--- src/design/rv_pkg.sv ---
package rv_pkg;

    localparam int XLEN = 32;

    typedef logic [XLEN-1:0] word_t;
    typedef logic [4:0]      reg_addr_t;

    localparam word_t RESET_PC  = 32'h0000_0000;
    localparam word_t PC_STEP   = 32'd4;
    localparam word_t NOP_INSTR = 32'h0000_0013;  // ADDI x0, x0, 0

    // Major opcodes of the supported RV32I subset
    typedef enum logic [6:0] {
        OP_LUI    = 7'b0110111,
        OP_IMM    = 7'b0010011,
        OP_REG    = 7'b0110011,
        OP_LOAD   = 7'b0000011,
        OP_STORE  = 7'b0100011,
        OP_BRANCH = 7'b1100011
    } opcode_t;

    typedef enum logic [3:0] {
        ALU_ADD,
        ALU_SUB,
        ALU_SLL,
        ALU_SLT,
        ALU_SLTU,
        ALU_XOR,
        ALU_SRL,
        ALU_SRA,
        ALU_OR,
        ALU_AND,
        ALU_PASS_B  // LUI result
    } alu_op_t;

    // Encoded as funct3 of the branch instructions
    typedef enum logic [2:0] {
        BR_EQ  = 3'b000,
        BR_NE  = 3'b001,
        BR_LT  = 3'b100,
        BR_GE  = 3'b101,
        BR_LTU = 3'b110,
        BR_GEU = 3'b111
    } branch_op_t;

    typedef enum logic [1:0] {
        FWD_NONE,
        FWD_MEM,
        FWD_WB
    } fwd_sel_t;

endpackage
--- src/design/rv_core.sv ---
`timescale 1ns/1ps

module rv_core (
    input  logic          i_clk,
    input  logic          i_reset,
    input  rv_pkg::word_t i_i_mem_rdata,
    input  logic          i_i_mem_resp,
    input  rv_pkg::word_t i_d_mem_rdata,
    input  logic          i_d_mem_resp,
    output rv_pkg::word_t o_i_mem_address,
    output logic          o_i_mem_read,
    output rv_pkg::word_t o_d_mem_address,
    output rv_pkg::word_t o_d_mem_wdata,
    output logic          o_d_mem_read,
    output logic          o_d_mem_write
);

    rv_pkg::word_t      id_instr;
    rv_pkg::word_t      id_pc;
    rv_pkg::reg_addr_t  id_rs1;
    rv_pkg::reg_addr_t  id_rs2;
    rv_pkg::reg_addr_t  id_rd;
    rv_pkg::word_t      id_imm;
    rv_pkg::alu_op_t    id_alu_op;
    rv_pkg::branch_op_t id_branch_op;
    logic               id_use_imm;
    logic               id_uses_rs1;
    logic               id_uses_rs2;
    logic               id_reg_write;
    logic               id_mem_read;
    logic               id_mem_write;
    logic               id_is_branch;
    rv_pkg::word_t      rs1_data;
    rv_pkg::word_t      rs2_data;

    rv_pkg::fwd_sel_t   fwd_a;
    rv_pkg::fwd_sel_t   fwd_b;
    logic               load_front;
    logic               load_ex;
    logic               load_mem;
    logic               bubble_mem;

    rv_pkg::reg_addr_t  ex_rs1;
    rv_pkg::reg_addr_t  ex_rs2;
    rv_pkg::reg_addr_t  ex_rd;
    logic               ex_uses_rs1;
    logic               ex_uses_rs2;
    logic               ex_reg_write;
    logic               ex_mem_read;
    logic               ex_mem_write;
    rv_pkg::word_t      ex_alu_result;
    rv_pkg::word_t      ex_store_data;
    logic               branch_taken;
    rv_pkg::word_t      branch_target;

    rv_pkg::reg_addr_t  mem_rd;
    logic               mem_reg_write;
    logic               mem_is_load;
    logic               mem_access;
    rv_pkg::word_t      mem_result;
    rv_pkg::reg_addr_t  wb_rd;
    logic               wb_write;
    rv_pkg::word_t      wb_result;

    assign o_i_mem_read = 1'b1;  // Fetch every cycle

    fetch_stage u_fetch (
        .i_clk(i_clk), .i_reset(i_reset), .i_load(load_front),
        .i_branch_taken(branch_taken), .i_branch_target(branch_target),
        .i_instr(i_i_mem_rdata), .o_pc(o_i_mem_address),
        .o_id_instr(id_instr), .o_id_pc(id_pc)
    );

    decoder u_decoder (
        .i_instr(id_instr), .o_rs1(id_rs1), .o_rs2(id_rs2), .o_rd(id_rd),
        .o_imm(id_imm), .o_alu_op(id_alu_op), .o_use_imm(id_use_imm),
        .o_uses_rs1(id_uses_rs1), .o_uses_rs2(id_uses_rs2), .o_reg_write(id_reg_write),
        .o_mem_read(id_mem_read), .o_mem_write(id_mem_write),
        .o_is_branch(id_is_branch), .o_branch_op(id_branch_op)
    );

    regfile u_regfile (
        .i_clk(i_clk), .i_reset(i_reset), .i_write(wb_write), .i_rd(wb_rd),
        .i_wdata(wb_result), .i_rs1(id_rs1), .i_rs2(id_rs2),
        .o_rs1_data(rs1_data), .o_rs2_data(rs2_data)
    );

    hazard_unit u_hazard (
        .i_ex_rs1(ex_rs1), .i_ex_rs2(ex_rs2),
        .i_ex_uses_rs1(ex_uses_rs1), .i_ex_uses_rs2(ex_uses_rs2),
        .i_mem_rd(mem_rd), .i_mem_reg_write(mem_reg_write),
        .i_mem_is_load(mem_is_load), .i_mem_access(mem_access),
        .i_wb_rd(wb_rd), .i_wb_reg_write(wb_write),
        .i_i_mem_resp(i_i_mem_resp), .i_d_mem_resp(i_d_mem_resp),
        .o_fwd_a(fwd_a), .o_fwd_b(fwd_b), .o_load_front(load_front),
        .o_load_ex(load_ex), .o_load_mem(load_mem), .o_bubble_mem(bubble_mem)
    );

    // Taken branch squashes the decode slot on its way out of EX
    execute_stage u_execute (
        .i_clk(i_clk), .i_reset(i_reset), .i_load(load_ex), .i_flush(branch_taken),
        .i_rs1(id_rs1), .i_rs2(id_rs2), .i_rd(id_rd), .i_imm(id_imm),
        .i_alu_op(id_alu_op), .i_use_imm(id_use_imm),
        .i_uses_rs1(id_uses_rs1), .i_uses_rs2(id_uses_rs2),
        .i_reg_write(id_reg_write), .i_mem_read(id_mem_read), .i_mem_write(id_mem_write),
        .i_is_branch(id_is_branch), .i_branch_op(id_branch_op), .i_id_pc(id_pc),
        .i_rs1_data(rs1_data), .i_rs2_data(rs2_data), .i_fwd_a(fwd_a), .i_fwd_b(fwd_b),
        .i_mem_result(mem_result), .i_wb_result(wb_result),
        .o_ex_rs1(ex_rs1), .o_ex_rs2(ex_rs2),
        .o_ex_uses_rs1(ex_uses_rs1), .o_ex_uses_rs2(ex_uses_rs2),
        .o_rd(ex_rd), .o_reg_write(ex_reg_write),
        .o_mem_read(ex_mem_read), .o_mem_write(ex_mem_write),
        .o_alu_result(ex_alu_result), .o_store_data(ex_store_data),
        .o_branch_taken(branch_taken), .o_branch_target(branch_target)
    );

    mem_wb_stage u_mem_wb (
        .i_clk(i_clk), .i_reset(i_reset), .i_load(load_mem), .i_bubble(bubble_mem),
        .i_rd(ex_rd), .i_reg_write(ex_reg_write),
        .i_mem_read(ex_mem_read), .i_mem_write(ex_mem_write),
        .i_alu_result(ex_alu_result), .i_store_data(ex_store_data),
        .i_d_mem_rdata(i_d_mem_rdata),
        .o_d_mem_address(o_d_mem_address), .o_d_mem_wdata(o_d_mem_wdata),
        .o_d_mem_read(o_d_mem_read), .o_d_mem_write(o_d_mem_write),
        .o_mem_access(mem_access), .o_mem_rd(mem_rd), .o_mem_reg_write(mem_reg_write),
        .o_mem_is_load(mem_is_load), .o_mem_result(mem_result),
        .o_wb_rd(wb_rd), .o_wb_write(wb_write), .o_wb_result(wb_result)
    );

endmodule

--- src/design/mem_wb_stage.sv ---
`timescale 1ns/1ps

module mem_wb_stage (
    input  logic              i_clk,
    input  logic              i_reset,
    input  logic              i_load,
    input  logic              i_bubble,
    input  rv_pkg::reg_addr_t i_rd,
    input  logic              i_reg_write,
    input  logic              i_mem_read,
    input  logic              i_mem_write,
    input  rv_pkg::word_t     i_alu_result,
    input  rv_pkg::word_t     i_store_data,
    input  rv_pkg::word_t     i_d_mem_rdata,
    output rv_pkg::word_t     o_d_mem_address,
    output rv_pkg::word_t     o_d_mem_wdata,
    output logic              o_d_mem_read,
    output logic              o_d_mem_write,
    output logic              o_mem_access,
    output rv_pkg::reg_addr_t o_mem_rd,
    output logic              o_mem_reg_write,
    output logic              o_mem_is_load,
    output rv_pkg::word_t     o_mem_result,
    output rv_pkg::reg_addr_t o_wb_rd,
    output logic              o_wb_write,
    output rv_pkg::word_t     o_wb_result
);

    logic mem_write;

    // EX/MEM controls
    always_ff @(posedge i_clk) begin
        if (i_reset) begin
            o_mem_reg_write <= 1'b0;
            o_mem_is_load   <= 1'b0;
            mem_write       <= 1'b0;
        end else if (i_load) begin
            o_mem_reg_write <= i_reg_write & ~i_bubble;
            o_mem_is_load   <= i_mem_read & ~i_bubble;
            mem_write       <= i_mem_write & ~i_bubble;
        end
    end

    always_ff @(posedge i_clk) begin
        if (i_load) begin
            o_mem_rd      <= i_rd;
            o_mem_result  <= i_alu_result;
            o_d_mem_wdata <= i_store_data;
        end
    end

    assign o_d_mem_address = {o_mem_result[31:2], 2'b00};
    assign o_d_mem_read    = o_mem_is_load;
    assign o_d_mem_write   = mem_write && i_load;  // One strobe per store even under a fetch stall
    assign o_mem_access    = o_mem_is_load || mem_write;

    always_ff @(posedge i_clk) begin
        if (i_reset) begin
            o_wb_write <= 1'b0;
        end else if (i_load) begin
            o_wb_write <= o_mem_reg_write;
        end
    end

    always_ff @(posedge i_clk) begin
        if (i_load) begin
            o_wb_rd     <= o_mem_rd;
            o_wb_result <= o_mem_is_load ? i_d_mem_rdata : o_mem_result;
        end
    end

endmodule

--- src/design/execute_stage.sv ---
`timescale 1ns/1ps

module execute_stage (
    input  logic               i_clk,
    input  logic               i_reset,
    input  logic               i_load,
    input  logic               i_flush,
    input  rv_pkg::reg_addr_t  i_rs1,
    input  rv_pkg::reg_addr_t  i_rs2,
    input  rv_pkg::reg_addr_t  i_rd,
    input  rv_pkg::word_t      i_imm,
    input  rv_pkg::alu_op_t    i_alu_op,
    input  logic               i_use_imm,
    input  logic               i_uses_rs1,
    input  logic               i_uses_rs2,
    input  logic               i_reg_write,
    input  logic               i_mem_read,
    input  logic               i_mem_write,
    input  logic               i_is_branch,
    input  rv_pkg::branch_op_t i_branch_op,
    input  rv_pkg::word_t      i_id_pc,
    input  rv_pkg::word_t      i_rs1_data,
    input  rv_pkg::word_t      i_rs2_data,
    input  rv_pkg::fwd_sel_t   i_fwd_a,
    input  rv_pkg::fwd_sel_t   i_fwd_b,
    input  rv_pkg::word_t      i_mem_result,
    input  rv_pkg::word_t      i_wb_result,
    output rv_pkg::reg_addr_t  o_ex_rs1,
    output rv_pkg::reg_addr_t  o_ex_rs2,
    output logic               o_ex_uses_rs1,
    output logic               o_ex_uses_rs2,
    output rv_pkg::reg_addr_t  o_rd,
    output logic               o_reg_write,
    output logic               o_mem_read,
    output logic               o_mem_write,
    output rv_pkg::word_t      o_alu_result,
    output rv_pkg::word_t      o_store_data,
    output logic               o_branch_taken,
    output rv_pkg::word_t      o_branch_target
);

    rv_pkg::word_t      ex_pc;
    rv_pkg::word_t      ex_imm;
    rv_pkg::word_t      ex_rs1_data;
    rv_pkg::word_t      ex_rs2_data;
    rv_pkg::alu_op_t    ex_alu_op;
    rv_pkg::branch_op_t ex_branch_op;
    logic               ex_use_imm;
    logic               ex_is_branch;
    rv_pkg::word_t      op_a;
    rv_pkg::word_t      fwd_b_val;
    rv_pkg::word_t      op_b;
    logic               cond;

    function automatic rv_pkg::word_t pick(input rv_pkg::fwd_sel_t sel, input rv_pkg::word_t rf,
                                           input rv_pkg::word_t mem, input rv_pkg::word_t wb);
        case (sel)
            rv_pkg::FWD_MEM: return mem;
            rv_pkg::FWD_WB:  return wb;
            default:         return rf;
        endcase
    endfunction

    // A flush turns the ID/EX controls into a bubble
    always_ff @(posedge i_clk) begin
        if (i_reset) begin
            o_ex_uses_rs1 <= 1'b0;
            o_ex_uses_rs2 <= 1'b0;
            o_reg_write   <= 1'b0;
            o_mem_read    <= 1'b0;
            o_mem_write   <= 1'b0;
            ex_is_branch  <= 1'b0;
        end else if (i_load) begin
            o_ex_uses_rs1 <= i_uses_rs1 & ~i_flush;
            o_ex_uses_rs2 <= i_uses_rs2 & ~i_flush;
            o_reg_write   <= i_reg_write & ~i_flush;
            o_mem_read    <= i_mem_read & ~i_flush;
            o_mem_write   <= i_mem_write & ~i_flush;
            ex_is_branch  <= i_is_branch & ~i_flush;
        end
    end

    always_ff @(posedge i_clk) begin
        if (i_load) begin
            o_ex_rs1     <= i_rs1;
            o_ex_rs2     <= i_rs2;
            o_rd         <= i_rd;
            ex_pc        <= i_id_pc;
            ex_imm       <= i_imm;
            ex_rs1_data  <= i_rs1_data;
            ex_rs2_data  <= i_rs2_data;
            ex_alu_op    <= i_alu_op;
            ex_branch_op <= i_branch_op;
            ex_use_imm   <= i_use_imm;
        end else begin
            ex_rs1_data  <= op_a;  // Keeps a WB operand once its producer retires
            ex_rs2_data  <= fwd_b_val;
        end
    end

    assign op_a      = pick(i_fwd_a, ex_rs1_data, i_mem_result, i_wb_result);
    assign fwd_b_val = pick(i_fwd_b, ex_rs2_data, i_mem_result, i_wb_result);
    assign op_b      = ex_use_imm ? ex_imm : fwd_b_val;

    always_comb begin
        case (ex_alu_op)
            rv_pkg::ALU_SUB:    o_alu_result = op_a - op_b;
            rv_pkg::ALU_SLL:    o_alu_result = op_a << op_b[4:0];
            rv_pkg::ALU_SLT:    o_alu_result = {31'b0, $signed(op_a) < $signed(op_b)};
            rv_pkg::ALU_SLTU:   o_alu_result = {31'b0, op_a < op_b};
            rv_pkg::ALU_XOR:    o_alu_result = op_a ^ op_b;
            rv_pkg::ALU_SRL:    o_alu_result = op_a >> op_b[4:0];
            rv_pkg::ALU_SRA:    o_alu_result = $signed(op_a) >>> op_b[4:0];
            rv_pkg::ALU_OR:     o_alu_result = op_a | op_b;
            rv_pkg::ALU_AND:    o_alu_result = op_a & op_b;
            rv_pkg::ALU_PASS_B: o_alu_result = op_b;
            default:            o_alu_result = op_a + op_b;
        endcase
    end

    // Branch comparator on the forwarded register values
    always_comb begin
        case (ex_branch_op)
            rv_pkg::BR_EQ:  cond = (op_a == fwd_b_val);
            rv_pkg::BR_NE:  cond = (op_a != fwd_b_val);
            rv_pkg::BR_LT:  cond = ($signed(op_a) < $signed(fwd_b_val));
            rv_pkg::BR_GE:  cond = ($signed(op_a) >= $signed(fwd_b_val));
            rv_pkg::BR_LTU: cond = (op_a < fwd_b_val);
            rv_pkg::BR_GEU: cond = (op_a >= fwd_b_val);
            default:        cond = 1'b0;
        endcase
    end

    assign o_store_data    = fwd_b_val;
    assign o_branch_target = ex_pc + ex_imm;
    assign o_branch_taken  = ex_is_branch && cond && i_load;  // Operands final only when EX moves

endmodule

--- src/design/hazard_unit.sv ---
`timescale 1ns/1ps

module hazard_unit (
    input  rv_pkg::reg_addr_t i_ex_rs1,
    input  rv_pkg::reg_addr_t i_ex_rs2,
    input  logic              i_ex_uses_rs1,
    input  logic              i_ex_uses_rs2,
    input  rv_pkg::reg_addr_t i_mem_rd,
    input  logic              i_mem_reg_write,
    input  logic              i_mem_is_load,
    input  logic              i_mem_access,
    input  rv_pkg::reg_addr_t i_wb_rd,
    input  logic              i_wb_reg_write,
    input  logic              i_i_mem_resp,
    input  logic              i_d_mem_resp,
    output rv_pkg::fwd_sel_t  o_fwd_a,
    output rv_pkg::fwd_sel_t  o_fwd_b,
    output logic              o_load_front,
    output logic              o_load_ex,
    output logic              o_load_mem,
    output logic              o_bubble_mem
);

    logic mem_hit_a;
    logic mem_hit_b;
    logic wb_hit_a;
    logic wb_hit_b;
    logic load_use;
    logic freeze;

    // Producer must write a nonzero register that the consumer really reads
    function automatic logic dest_match(input rv_pkg::reg_addr_t src, input logic uses,
                                        input rv_pkg::reg_addr_t rd, input logic wr);
        return uses && wr && (rd != '0) && (rd == src);
    endfunction

    assign mem_hit_a = dest_match(i_ex_rs1, i_ex_uses_rs1, i_mem_rd, i_mem_reg_write);
    assign mem_hit_b = dest_match(i_ex_rs2, i_ex_uses_rs2, i_mem_rd, i_mem_reg_write);
    assign wb_hit_a  = dest_match(i_ex_rs1, i_ex_uses_rs1, i_wb_rd, i_wb_reg_write);
    assign wb_hit_b  = dest_match(i_ex_rs2, i_ex_uses_rs2, i_wb_rd, i_wb_reg_write);

    // MEM is younger than WB, so it wins
    assign o_fwd_a = mem_hit_a ? rv_pkg::FWD_MEM : (wb_hit_a ? rv_pkg::FWD_WB : rv_pkg::FWD_NONE);
    assign o_fwd_b = mem_hit_b ? rv_pkg::FWD_MEM : (wb_hit_b ? rv_pkg::FWD_WB : rv_pkg::FWD_NONE);

    assign load_use = i_mem_is_load && (mem_hit_a || mem_hit_b);
    assign freeze   = !i_i_mem_resp || (!i_d_mem_resp && i_mem_access);

    assign o_load_front = !freeze && !load_use;
    assign o_load_ex    = !freeze && !load_use;
    assign o_load_mem   = !freeze;
    assign o_bubble_mem = !freeze && load_use;  // Load moves on while EX waits one cycle

endmodule

--- src/design/regfile.sv ---
`timescale 1ns/1ps

module regfile (
    input  logic              i_clk,
    input  logic              i_reset,
    input  logic              i_write,
    input  rv_pkg::reg_addr_t i_rd,
    input  rv_pkg::word_t     i_wdata,
    input  rv_pkg::reg_addr_t i_rs1,
    input  rv_pkg::reg_addr_t i_rs2,
    output rv_pkg::word_t     o_rs1_data,
    output rv_pkg::word_t     o_rs2_data
);

    rv_pkg::word_t regs [32];
    logic          wr_en;

    assign wr_en = i_write && (i_rd != '0);  // x0 never written

    always_ff @(posedge i_clk) begin
        if (i_reset) begin
            for (int i = 0; i < 32; i++) begin
                regs[i] <= '0;
            end
        end else if (wr_en) begin
            regs[i_rd] <= i_wdata;
        end
    end

    // Same-cycle write is visible to decode
    assign o_rs1_data = (wr_en && i_rd == i_rs1) ? i_wdata : regs[i_rs1];
    assign o_rs2_data = (wr_en && i_rd == i_rs2) ? i_wdata : regs[i_rs2];

endmodule

--- src/design/decoder.sv ---
`timescale 1ns/1ps

module decoder (
    input  rv_pkg::word_t      i_instr,
    output rv_pkg::reg_addr_t  o_rs1,
    output rv_pkg::reg_addr_t  o_rs2,
    output rv_pkg::reg_addr_t  o_rd,
    output rv_pkg::word_t      o_imm,
    output rv_pkg::alu_op_t    o_alu_op,
    output logic               o_use_imm,
    output logic               o_uses_rs1,
    output logic               o_uses_rs2,
    output logic               o_reg_write,
    output logic               o_mem_read,
    output logic               o_mem_write,
    output logic               o_is_branch,
    output rv_pkg::branch_op_t o_branch_op
);

    rv_pkg::opcode_t opcode;
    logic [2:0]      funct3;
    rv_pkg::word_t   imm_i;
    rv_pkg::word_t   imm_s;
    rv_pkg::word_t   imm_b;
    rv_pkg::word_t   imm_u;
    rv_pkg::alu_op_t arith_op;

    assign opcode      = rv_pkg::opcode_t'(i_instr[6:0]);
    assign funct3      = i_instr[14:12];
    assign o_rs1       = i_instr[19:15];
    assign o_rs2       = i_instr[24:20];
    assign o_rd        = i_instr[11:7];
    assign o_branch_op = rv_pkg::branch_op_t'(funct3);

    assign imm_i = {{20{i_instr[31]}}, i_instr[31:20]};
    assign imm_s = {{20{i_instr[31]}}, i_instr[31:25], i_instr[11:7]};
    assign imm_b = {{19{i_instr[31]}}, i_instr[31], i_instr[7], i_instr[30:25],
                    i_instr[11:8], 1'b0};
    assign imm_u = {i_instr[31:12], 12'b0};

    // funct3 picks the ALU op and bit 30 selects SUB or SRA
    always_comb begin
        case (funct3)
            3'b000:  arith_op = (opcode == rv_pkg::OP_REG && i_instr[30]) ? rv_pkg::ALU_SUB
                                                                           : rv_pkg::ALU_ADD;
            3'b001:  arith_op = rv_pkg::ALU_SLL;
            3'b010:  arith_op = rv_pkg::ALU_SLT;
            3'b011:  arith_op = rv_pkg::ALU_SLTU;
            3'b100:  arith_op = rv_pkg::ALU_XOR;
            3'b101:  arith_op = i_instr[30] ? rv_pkg::ALU_SRA : rv_pkg::ALU_SRL;
            3'b110:  arith_op = rv_pkg::ALU_OR;
            default: arith_op = rv_pkg::ALU_AND;
        endcase
    end

    always_comb begin
        o_imm       = '0;
        o_alu_op    = rv_pkg::ALU_ADD;
        o_use_imm   = 1'b0;
        o_uses_rs1  = 1'b0;
        o_uses_rs2  = 1'b0;
        o_reg_write = 1'b0;
        o_mem_read  = 1'b0;
        o_mem_write = 1'b0;
        o_is_branch = 1'b0;
        case (opcode)
            rv_pkg::OP_LUI: begin
                o_imm       = imm_u;
                o_alu_op    = rv_pkg::ALU_PASS_B;
                o_use_imm   = 1'b1;
                o_reg_write = 1'b1;
            end
            rv_pkg::OP_IMM: begin
                o_imm       = imm_i;
                o_alu_op    = arith_op;
                o_use_imm   = 1'b1;
                o_uses_rs1  = 1'b1;
                o_reg_write = 1'b1;
            end
            rv_pkg::OP_REG: begin
                o_alu_op    = arith_op;
                o_uses_rs1  = 1'b1;
                o_uses_rs2  = 1'b1;
                o_reg_write = 1'b1;
            end
            rv_pkg::OP_LOAD: begin
                o_imm       = imm_i;
                o_use_imm   = 1'b1;
                o_uses_rs1  = 1'b1;
                o_reg_write = 1'b1;
                o_mem_read  = 1'b1;
            end
            rv_pkg::OP_STORE: begin
                o_imm       = imm_s;
                o_use_imm   = 1'b1;
                o_uses_rs1  = 1'b1;
                o_uses_rs2  = 1'b1;  // Store data
                o_mem_write = 1'b1;
            end
            rv_pkg::OP_BRANCH: begin
                o_imm       = imm_b;
                o_uses_rs1  = 1'b1;
                o_uses_rs2  = 1'b1;
                o_is_branch = 1'b1;
            end
            default: ;  // Anything else behaves as a no-op
        endcase
    end

endmodule

--- src/design/fetch_stage.sv ---
`timescale 1ns/1ps

module fetch_stage (
    input  logic          i_clk,
    input  logic          i_reset,
    input  logic          i_load,
    input  logic          i_branch_taken,
    input  rv_pkg::word_t i_branch_target,
    input  rv_pkg::word_t i_instr,
    output rv_pkg::word_t o_pc,
    output rv_pkg::word_t o_id_instr,
    output rv_pkg::word_t o_id_pc
);

    rv_pkg::word_t pc;
    rv_pkg::word_t next_pc;

    assign next_pc = i_branch_taken ? i_branch_target : pc + rv_pkg::PC_STEP;

    // Redirect wins over a held front
    always_ff @(posedge i_clk) begin
        if (i_reset) begin
            pc         <= rv_pkg::RESET_PC;
            o_id_instr <= rv_pkg::NOP_INSTR;
        end else if (i_branch_taken) begin
            pc         <= next_pc;
            o_id_instr <= rv_pkg::NOP_INSTR;  // Kill wrong-path fetch
        end else if (i_load) begin
            pc         <= next_pc;
            o_id_instr <= i_instr;
        end
    end

    always_ff @(posedge i_clk) begin
        if (i_load) begin
            o_id_pc <= pc;
        end
    end

    assign o_pc = pc;

endmodule

--- config.mk ---
export PLATFORM = sky130hd
export DESIGN_NAME = rv_core
export DESIGN_NICKNAME = d
export VERILOG_FILES = /design/src/design/rv_pkg.sv /design/src/design/rv_core.sv /design/src/design/mem_wb_stage.sv /design/src/design/execute_stage.sv /design/src/design/hazard_unit.sv /design/src/design/regfile.sv /design/src/design/decoder.sv /design/src/design/fetch_stage.sv
export SDC_FILE = /design/constraint.sdc
export NUM_CORES = 2
export LEC_CHECK = 0
export ABC_AREA = 0
export CAP_MARGIN = 20
export CORE_MARGIN = 5
export CORE_UTILIZATION = 55
export CTS_BUF_LIST = sky130_fd_sc_hd__clkbuf_16
export CTS_CLUSTER_DIAMETER = 50
export DETAILED_ROUTE_END_ITERATION = 12
export DONT_BUFFER_PORTS = 1
export PLACE_DENSITY = 0.77
export REMOVE_ABC_BUFFERS = 1
export SLEW_MARGIN = 25
export SYNTH_ARGS = -nofsm -noshare
export SYNTH_HDL_FRONTEND = slang
export SYNTH_HIERARCHICAL = 1
export SYNTH_SLANG_ARGS = --single-unit
--- constraint.sdc ---
create_clock -name i_clk -period 29.2 [get_ports i_clk]
set_input_delay 5.84 -clock i_clk [delete_from_list [all_inputs] [get_ports i_clk]]
set_output_delay 5.84 -clock i_clk [all_outputs]
set_load 0.05 [all_outputs]
## After elaboration in Yosys (flattened, before gate mapping)

Memory sizes are Yosys's and may differ from the RTL's. A register that Yosys moved wholly into a read port is not among the register bits.
Cells that the tools add are included.

| storage, ports and cells | value |
|---|---|
| register bits after elaboration | 363 |
| bits in latches | 0 |
| memory bits (writable) | 1024 |
| ROM bits | 0 |
| input bits | 68 |
| output and inout port bits | 99 |
| word-level logic and storage cells | 179 |
| memories | 1 |

Memory list:

| name | depth | bits a word | read ports | clocked after memory_dff | wr ports | line | RTL |
|---|---|---|---|---|---|---|---|
| u_regfile.regs | 32 | 32 | 2 | 2 | 32 | regfile.sv:15 | `rv_pkg::word_t regs [32];` |

| operators by class | value |
|---|---|
| add/sub/neg operators | 4 |
| multiply operators | 0 |
| divide/modulo/power cells | 0 |
| order comparisons | 6 |
| eq/ne operators | 39 |
| shift operators | 3 |
| mux-type cells | 41 |
| bitwise logic cells | 14 |
| reduce and logical (&&, ||, !) cells | 43 |

Operators by type and width:

| cell | count |
|---|---|
| $mux 32 | 10 |
| $pmux 32 s10 | 1 |
| $lt 32x32->1 | 4 |
| $pmux 32 s2 | 2 |
| $pmux 32 s4 | 1 |
| $add 32x32->32 | 2 |
| $ge 32x32->1 | 2 |
| $add 32x3->32 const B | 1 |
| $and 32x32->32 | 1 |
| $eq 32x32->1 | 1 |
| $ne 32x32->1 | 1 |
| $or 32x32->32 | 1 |
| $reduce_or 32->1 | 1 |
| $shl 32x5->32 | 1 |
| $shr 32x5->32 | 1 |
| $sshr 32x5->32 | 1 |
| $sub 32x32->32 | 1 |
| $xor 32x32->32 | 1 |
| $eq 5x5->1 | 6 |
| $pmux 4 s7 | 1 |
| $mux 5 | 5 |
| $logic_and 1x1->1 | 23 |
| $eq 3x3->1 const B | 7 |
| $eq 7x6->1 const B | 3 |
| other kinds (26) | 72 |

## Depth between registers and ports, before layout

| logic depth | value |
|---|---|
| depth in word-level cells | 14 |
| mapped depth | 31 |
| mapped depth without buffers | 25 |

## Cells and area by module

The synthesis kept the hierarchy.

By module, submodules not included:

| module | instances | cells each | area each (µm²) | seq. area each (µm²) |
|---|---|---|---|---|
| regfile | 1 | 3494 | 54461.0 | 30749.5 |
| execute_stage | 1 | 2308 | 17491.8 | 4013.8 |
| mem_wb_stage | 1 | 194 | 4142.7 | 3263.1 |
| fetch_stage | 1 | 359 | 3907.5 | 2242.2 |
| decoder | 1 | 106 | 718.2 | 0.0 |
| hazard_unit | 1 | 45 | 344.1 | 0.0 |
| rv_core | 1 | 2 | 11.3 | 0.0 |

## Least setup slack after synthesis

OpenSTA, ideal clock, no wires.

| timing path | value |
|---|---|
| path kind | input-to-output |
| start point | in i_d_mem_resp |
| end point | out o_d_mem_write |
| arrival | 15211 ps |
| data required time | 23360 ps |
| path slack | 8149 ps |
| cell stages on the path | 4 |
| buffers on the path | 1 |
| cells stage by stage | inv_1 a21boi_0 clkbuf_2 and2_1 |

| between the ends | value |
|---|---|
| longest elaborated chain between the ends | 5 |

Ends and longest elaborated chain:

| element | line | RTL |
|---|---|---|
| start: declaration | rv_core.sv:9 | `input logic i_d_mem_resp,` |
| $logic_not 1->1 | hazard_unit.sv:47 | `assign freeze = !i_i_mem_resp \|\| (!i_d_mem_resp && i_mem_access);` |
| $logic_and 1x1->1 | hazard_unit.sv:47 |  |
| $logic_or 1x1->1 | hazard_unit.sv:47 |  |
| $logic_not 1->1 | hazard_unit.sv:51 | `assign o_load_mem = !freeze;` |
| named net load_mem | rv_core.sv:40 | `logic load_mem;` |
| $logic_and 1x1->1 | mem_wb_stage.sv:54 | `assign o_d_mem_write = mem_write && i_load;` |
| end: declaration | rv_core.sv:15 | `output logic o_d_mem_write` |

The timed path passes the listed nets, and every way through them passes these cells.

## Final worst setup path

Ends and elaborated chain as after synthesis.

==> flow_summary.ini <==
[placed_design]
port_buffers = 0
gp_congestion = 1.01
hpwl_mm = 184

[detailed_routing]
drc = 0
via_per_inst = 7.03
wl_per_cell_um = 33.0
drt-pass1-iter-count = 6
ant_nets = 0
finalWirelength_mm = 275
drt_iter0_drc = 9136
vias = 58500

[worst_setup_path]
crit_path_top_delay_cell = and2_1
cp-startpoint = i_d_mem_resp
cp_top_family = simple AND/OR/NAND/NOR gates
reg2reg_from = u_mem_wb/o_mem_rd[2]
cp.arrival_ns = 6.77
cp-end-kind = primary output
start_kind = primary input
slowest_delay_ns = 0.51
worstPathRequired_ns = 23.36
worstSetupPathType = in -> out
crit_chain = inv_1, a21boi_4, and2_1
cp_num_buf_inv = 1
cp_max_fo = 13

[timing]
period_share = 0.432
max_freq_mhz = 79.3
setup_viol = 0
drv_slew = 0
tns_ns = 0
skew_ns = 0.0841
slew_headroom = 0.195
fin_crit_ns = 12.61
rsz0062_at_grt = false
hold_viol = 0
worstMarginPinSlew_ns = 1.20

[clock_tree]
cts.repair.resized = 0
clkTransAtPathRegs_ns = 0.06
cts_max_path_buffers = 3
htree_levels = 4
postCtsSetupRepairBufs = 0
clock-root-buffer = clkbuf_16
cts_tree = done
clock_latency_ns = 0.82
cts.sinks = 1387
cts-hold-fix-buffers = 0
cts_buffers = 160

[synth]
ys_seq_area_frac = 0.497
synthCells = 6508
synthTopCellsByArea = edfxtp_1 46%, mux4_2 12%, and2_1 7.7%
ys_async_sr_fraction = 0
synth_edf_count = 1249
yosysTopAreaCellShare = 0.463
ys.flop_type = edfxtp_1
yosysMostFrequentCell = edfxtp_1
ys_ff_latch = 1387
synth_commonest_cells = 1,249 x edfxtp_1, 1,004 x and2_1, 425 x mux4_2, 388 x nand2_1, 320 x clkbuf_1
synth_top_cell_by_area = edfxtp_1
synth_warnings = 6
synth_area_um2 = 81100
synth_cell_types = 110
syn_avg_cell_area_um2 = 12.5

[floorplanning]
die_w_um = 394
rows = 140
fp.dieArea_um2 = 155000
die_h_um = 394
core_um2 = 146000
io_pins = 167
initial_core_util = 0.555

[run]
cap_violations = 0

[global_routing]
grt_max_degree = 134
overflow = 0
grt_pass1_wl_mm = 393
antenna_found_initial = 25
grt_pass1_vias = 55800
grt_usage = 0.344

[run_status]
status = complete, no violations

[cells_and_area]
syn2layout_area_growth_pct = 7.71
layout-drive-gt1-share = 0.164
num-fill-cells = 11100
nets = 6500
multiInputGateArea_um2 = 36900
seqCellArea_um2 = 40300

[power_and_ir_drop]
p_total_uw = 5760
p_leak_uw = 0.0320
vdd_drop_max_v = 0.0000650
p_per_area_nw_per_um2 = 66.0

[hold_path]
hold_path.startpoint = u_fetch/o_id_pc[30]
hold_path.class = reg -> reg
==> state kept, by name, indices dropped and copies added, names as in the netlist, 4 cells and up <==
name / flops
u_mem_wb/o_mem_rd: 5
u_mem_wb/o_d_mem_wdata: 32
u_regfile/regs: 1024
u_mem_wb/o_mem_result: 32
u_execute/o_rd: 5
u_mem_wb/o_wb_rd: 5
u_execute/o_ex_rs2: 5
u_execute/ex_alu_op: 4
u_execute/ex_imm: 32
u_mem_wb/o_wb_result: 32
u_fetch/o_pc: 32
u_execute/ex_rs2_data: 32
u_fetch/o_id_instr: 32
u_fetch/o_id_pc: 32
u_execute/ex_pc: 32
u_execute/o_ex_rs1: 5
u_execute/ex_rs1_data: 32
==> power breakdown <==
group	internal [µW]	switching (µW)	leakage, µW
Combinational	427	854	0.0153
Clock	1170	872	0.00272
Sequential	2280	155	0.0140
==> worst register-to-register path, cell delays in order (launching register included) <==
cell	delay, ns
edfxtp_1	0.47
or4_4	0.59
o21ai_4	0.17
nor2_2	0.10
nor3_1	0.37
ha_1	0.32
buf_4	0.26
inv_1	0.84
o21ai_0	0.69
ha_1	0.53
nand4_1	0.12
or2_2	0.34
nor3_1	0.75
nand2_1	0.19
or3_1	0.63
nand2_1	0.23
nor4b_1	0.07
mux2i_1	0.14
o311ai_0	0.19
a211oi_2	0.28
buf_4	0.33
inv_2	0.37
and4_1	0.31
a2111oi_0	0.34
==> per-stage QoR <==
| stage | utilization | setup slack [ns] | hold WS (ns) | instance area (µm²) | instances |
|---|---|---|---|---|---|
| final | 0.598 | 16.59 | 0.388 | 87300 | 8322 |
| after global routing | 0.598 | 16.54 | 0.395 | 87300 | 8315 |
| after CTS | 0.597 | 16.57 | 0.386 | 87200 | 8307 |
| after detailed placement | 0.560 | 16.57 | 0.405 | 81700 | 8012 |
| after global placement | 0.559 | 16.57 | 0.402 | 81600 | 8006 |
| after floorplan | - | 0.688 | 0.400 | 77600 | 5907 |
==> placed cells by master (no fill, tap or decap), types with 51 or more instances in the layout <==
cell type and count:
a21oi_1 181, a22oi_1 56, and2_1 1004, buf_4 177, clkbuf_16 162, dfxtp_1 133
edfxtp_1 1249, ha_1 164, inv_1 171, mux2i_1 151, mux4_1 83, mux4_2 425
nand2_1 386, nand3_1 59, nor2_1 248, o21ai_0 238, o21ai_1 114, o22ai_1 269
or4_1 76, xnor2_1 51
==> cell type report <==
class / instances / area share
Clock buffer: 162 / 0.0464
Antenna cell: 8 / 0.000229
Timing Repair Buffer: 195 / 0.0188
Tap cell: 1917 / 0.0275
Clock inverter: 133 / 0.0160
Multi-Input combinational cell: 4367 / 0.423
Sequential cell: 1387 / 0.461
Inverter: 153 / 0.00672
==> routing by layer <==
| metal | GRT usage | wire length (µm) | vias to the layer above |
|---|---|---|---|
| li1 | - | - | 24200 |
| met1 | 0.466 | 101000 | 29300 |
| met2 | 0.546 | 127000 | 4307 |
| met3 | 0.0843 | 34200 | 633 |
| met4 | 0.125 | 12300 | 8 |
| met5 | 0 | 54 | - |
==> cell families (layout without fill, tap and decap cells) <==
group / count (synthesis) / count (layout) / synth area share
and+or+nand+nor: 2106 / 2106 / 0.144
buffers and inverters: 786 / 643 / 0.0512
muxes: 703 / 703 / 0.171
xor gates and xnor gates: 84 / 84 / 0.00907
adders and majority gates: 168 / 168 / 0.0262
AOI/OAI and AO/OA: 1271 / 1271 / 0.102
other: 3 / 43 / 0.000139
DFF: 1387 / 1387 / 0.497
==> worst paths after layout <==
check | endpoint | slack [ns] | cells past startpoint
worst max-delay path | o_d_mem_write | 16.59 | 3
worst min-delay path | u_execute/ex_pc[30] | 0.39 | 0
worst max register to register | u_fetch/o_pc[28] | 20.48 | 23
worst min register to register | u_execute/ex_pc[30] | 0.39 | 0
Power figures use the tool's default switching activity.
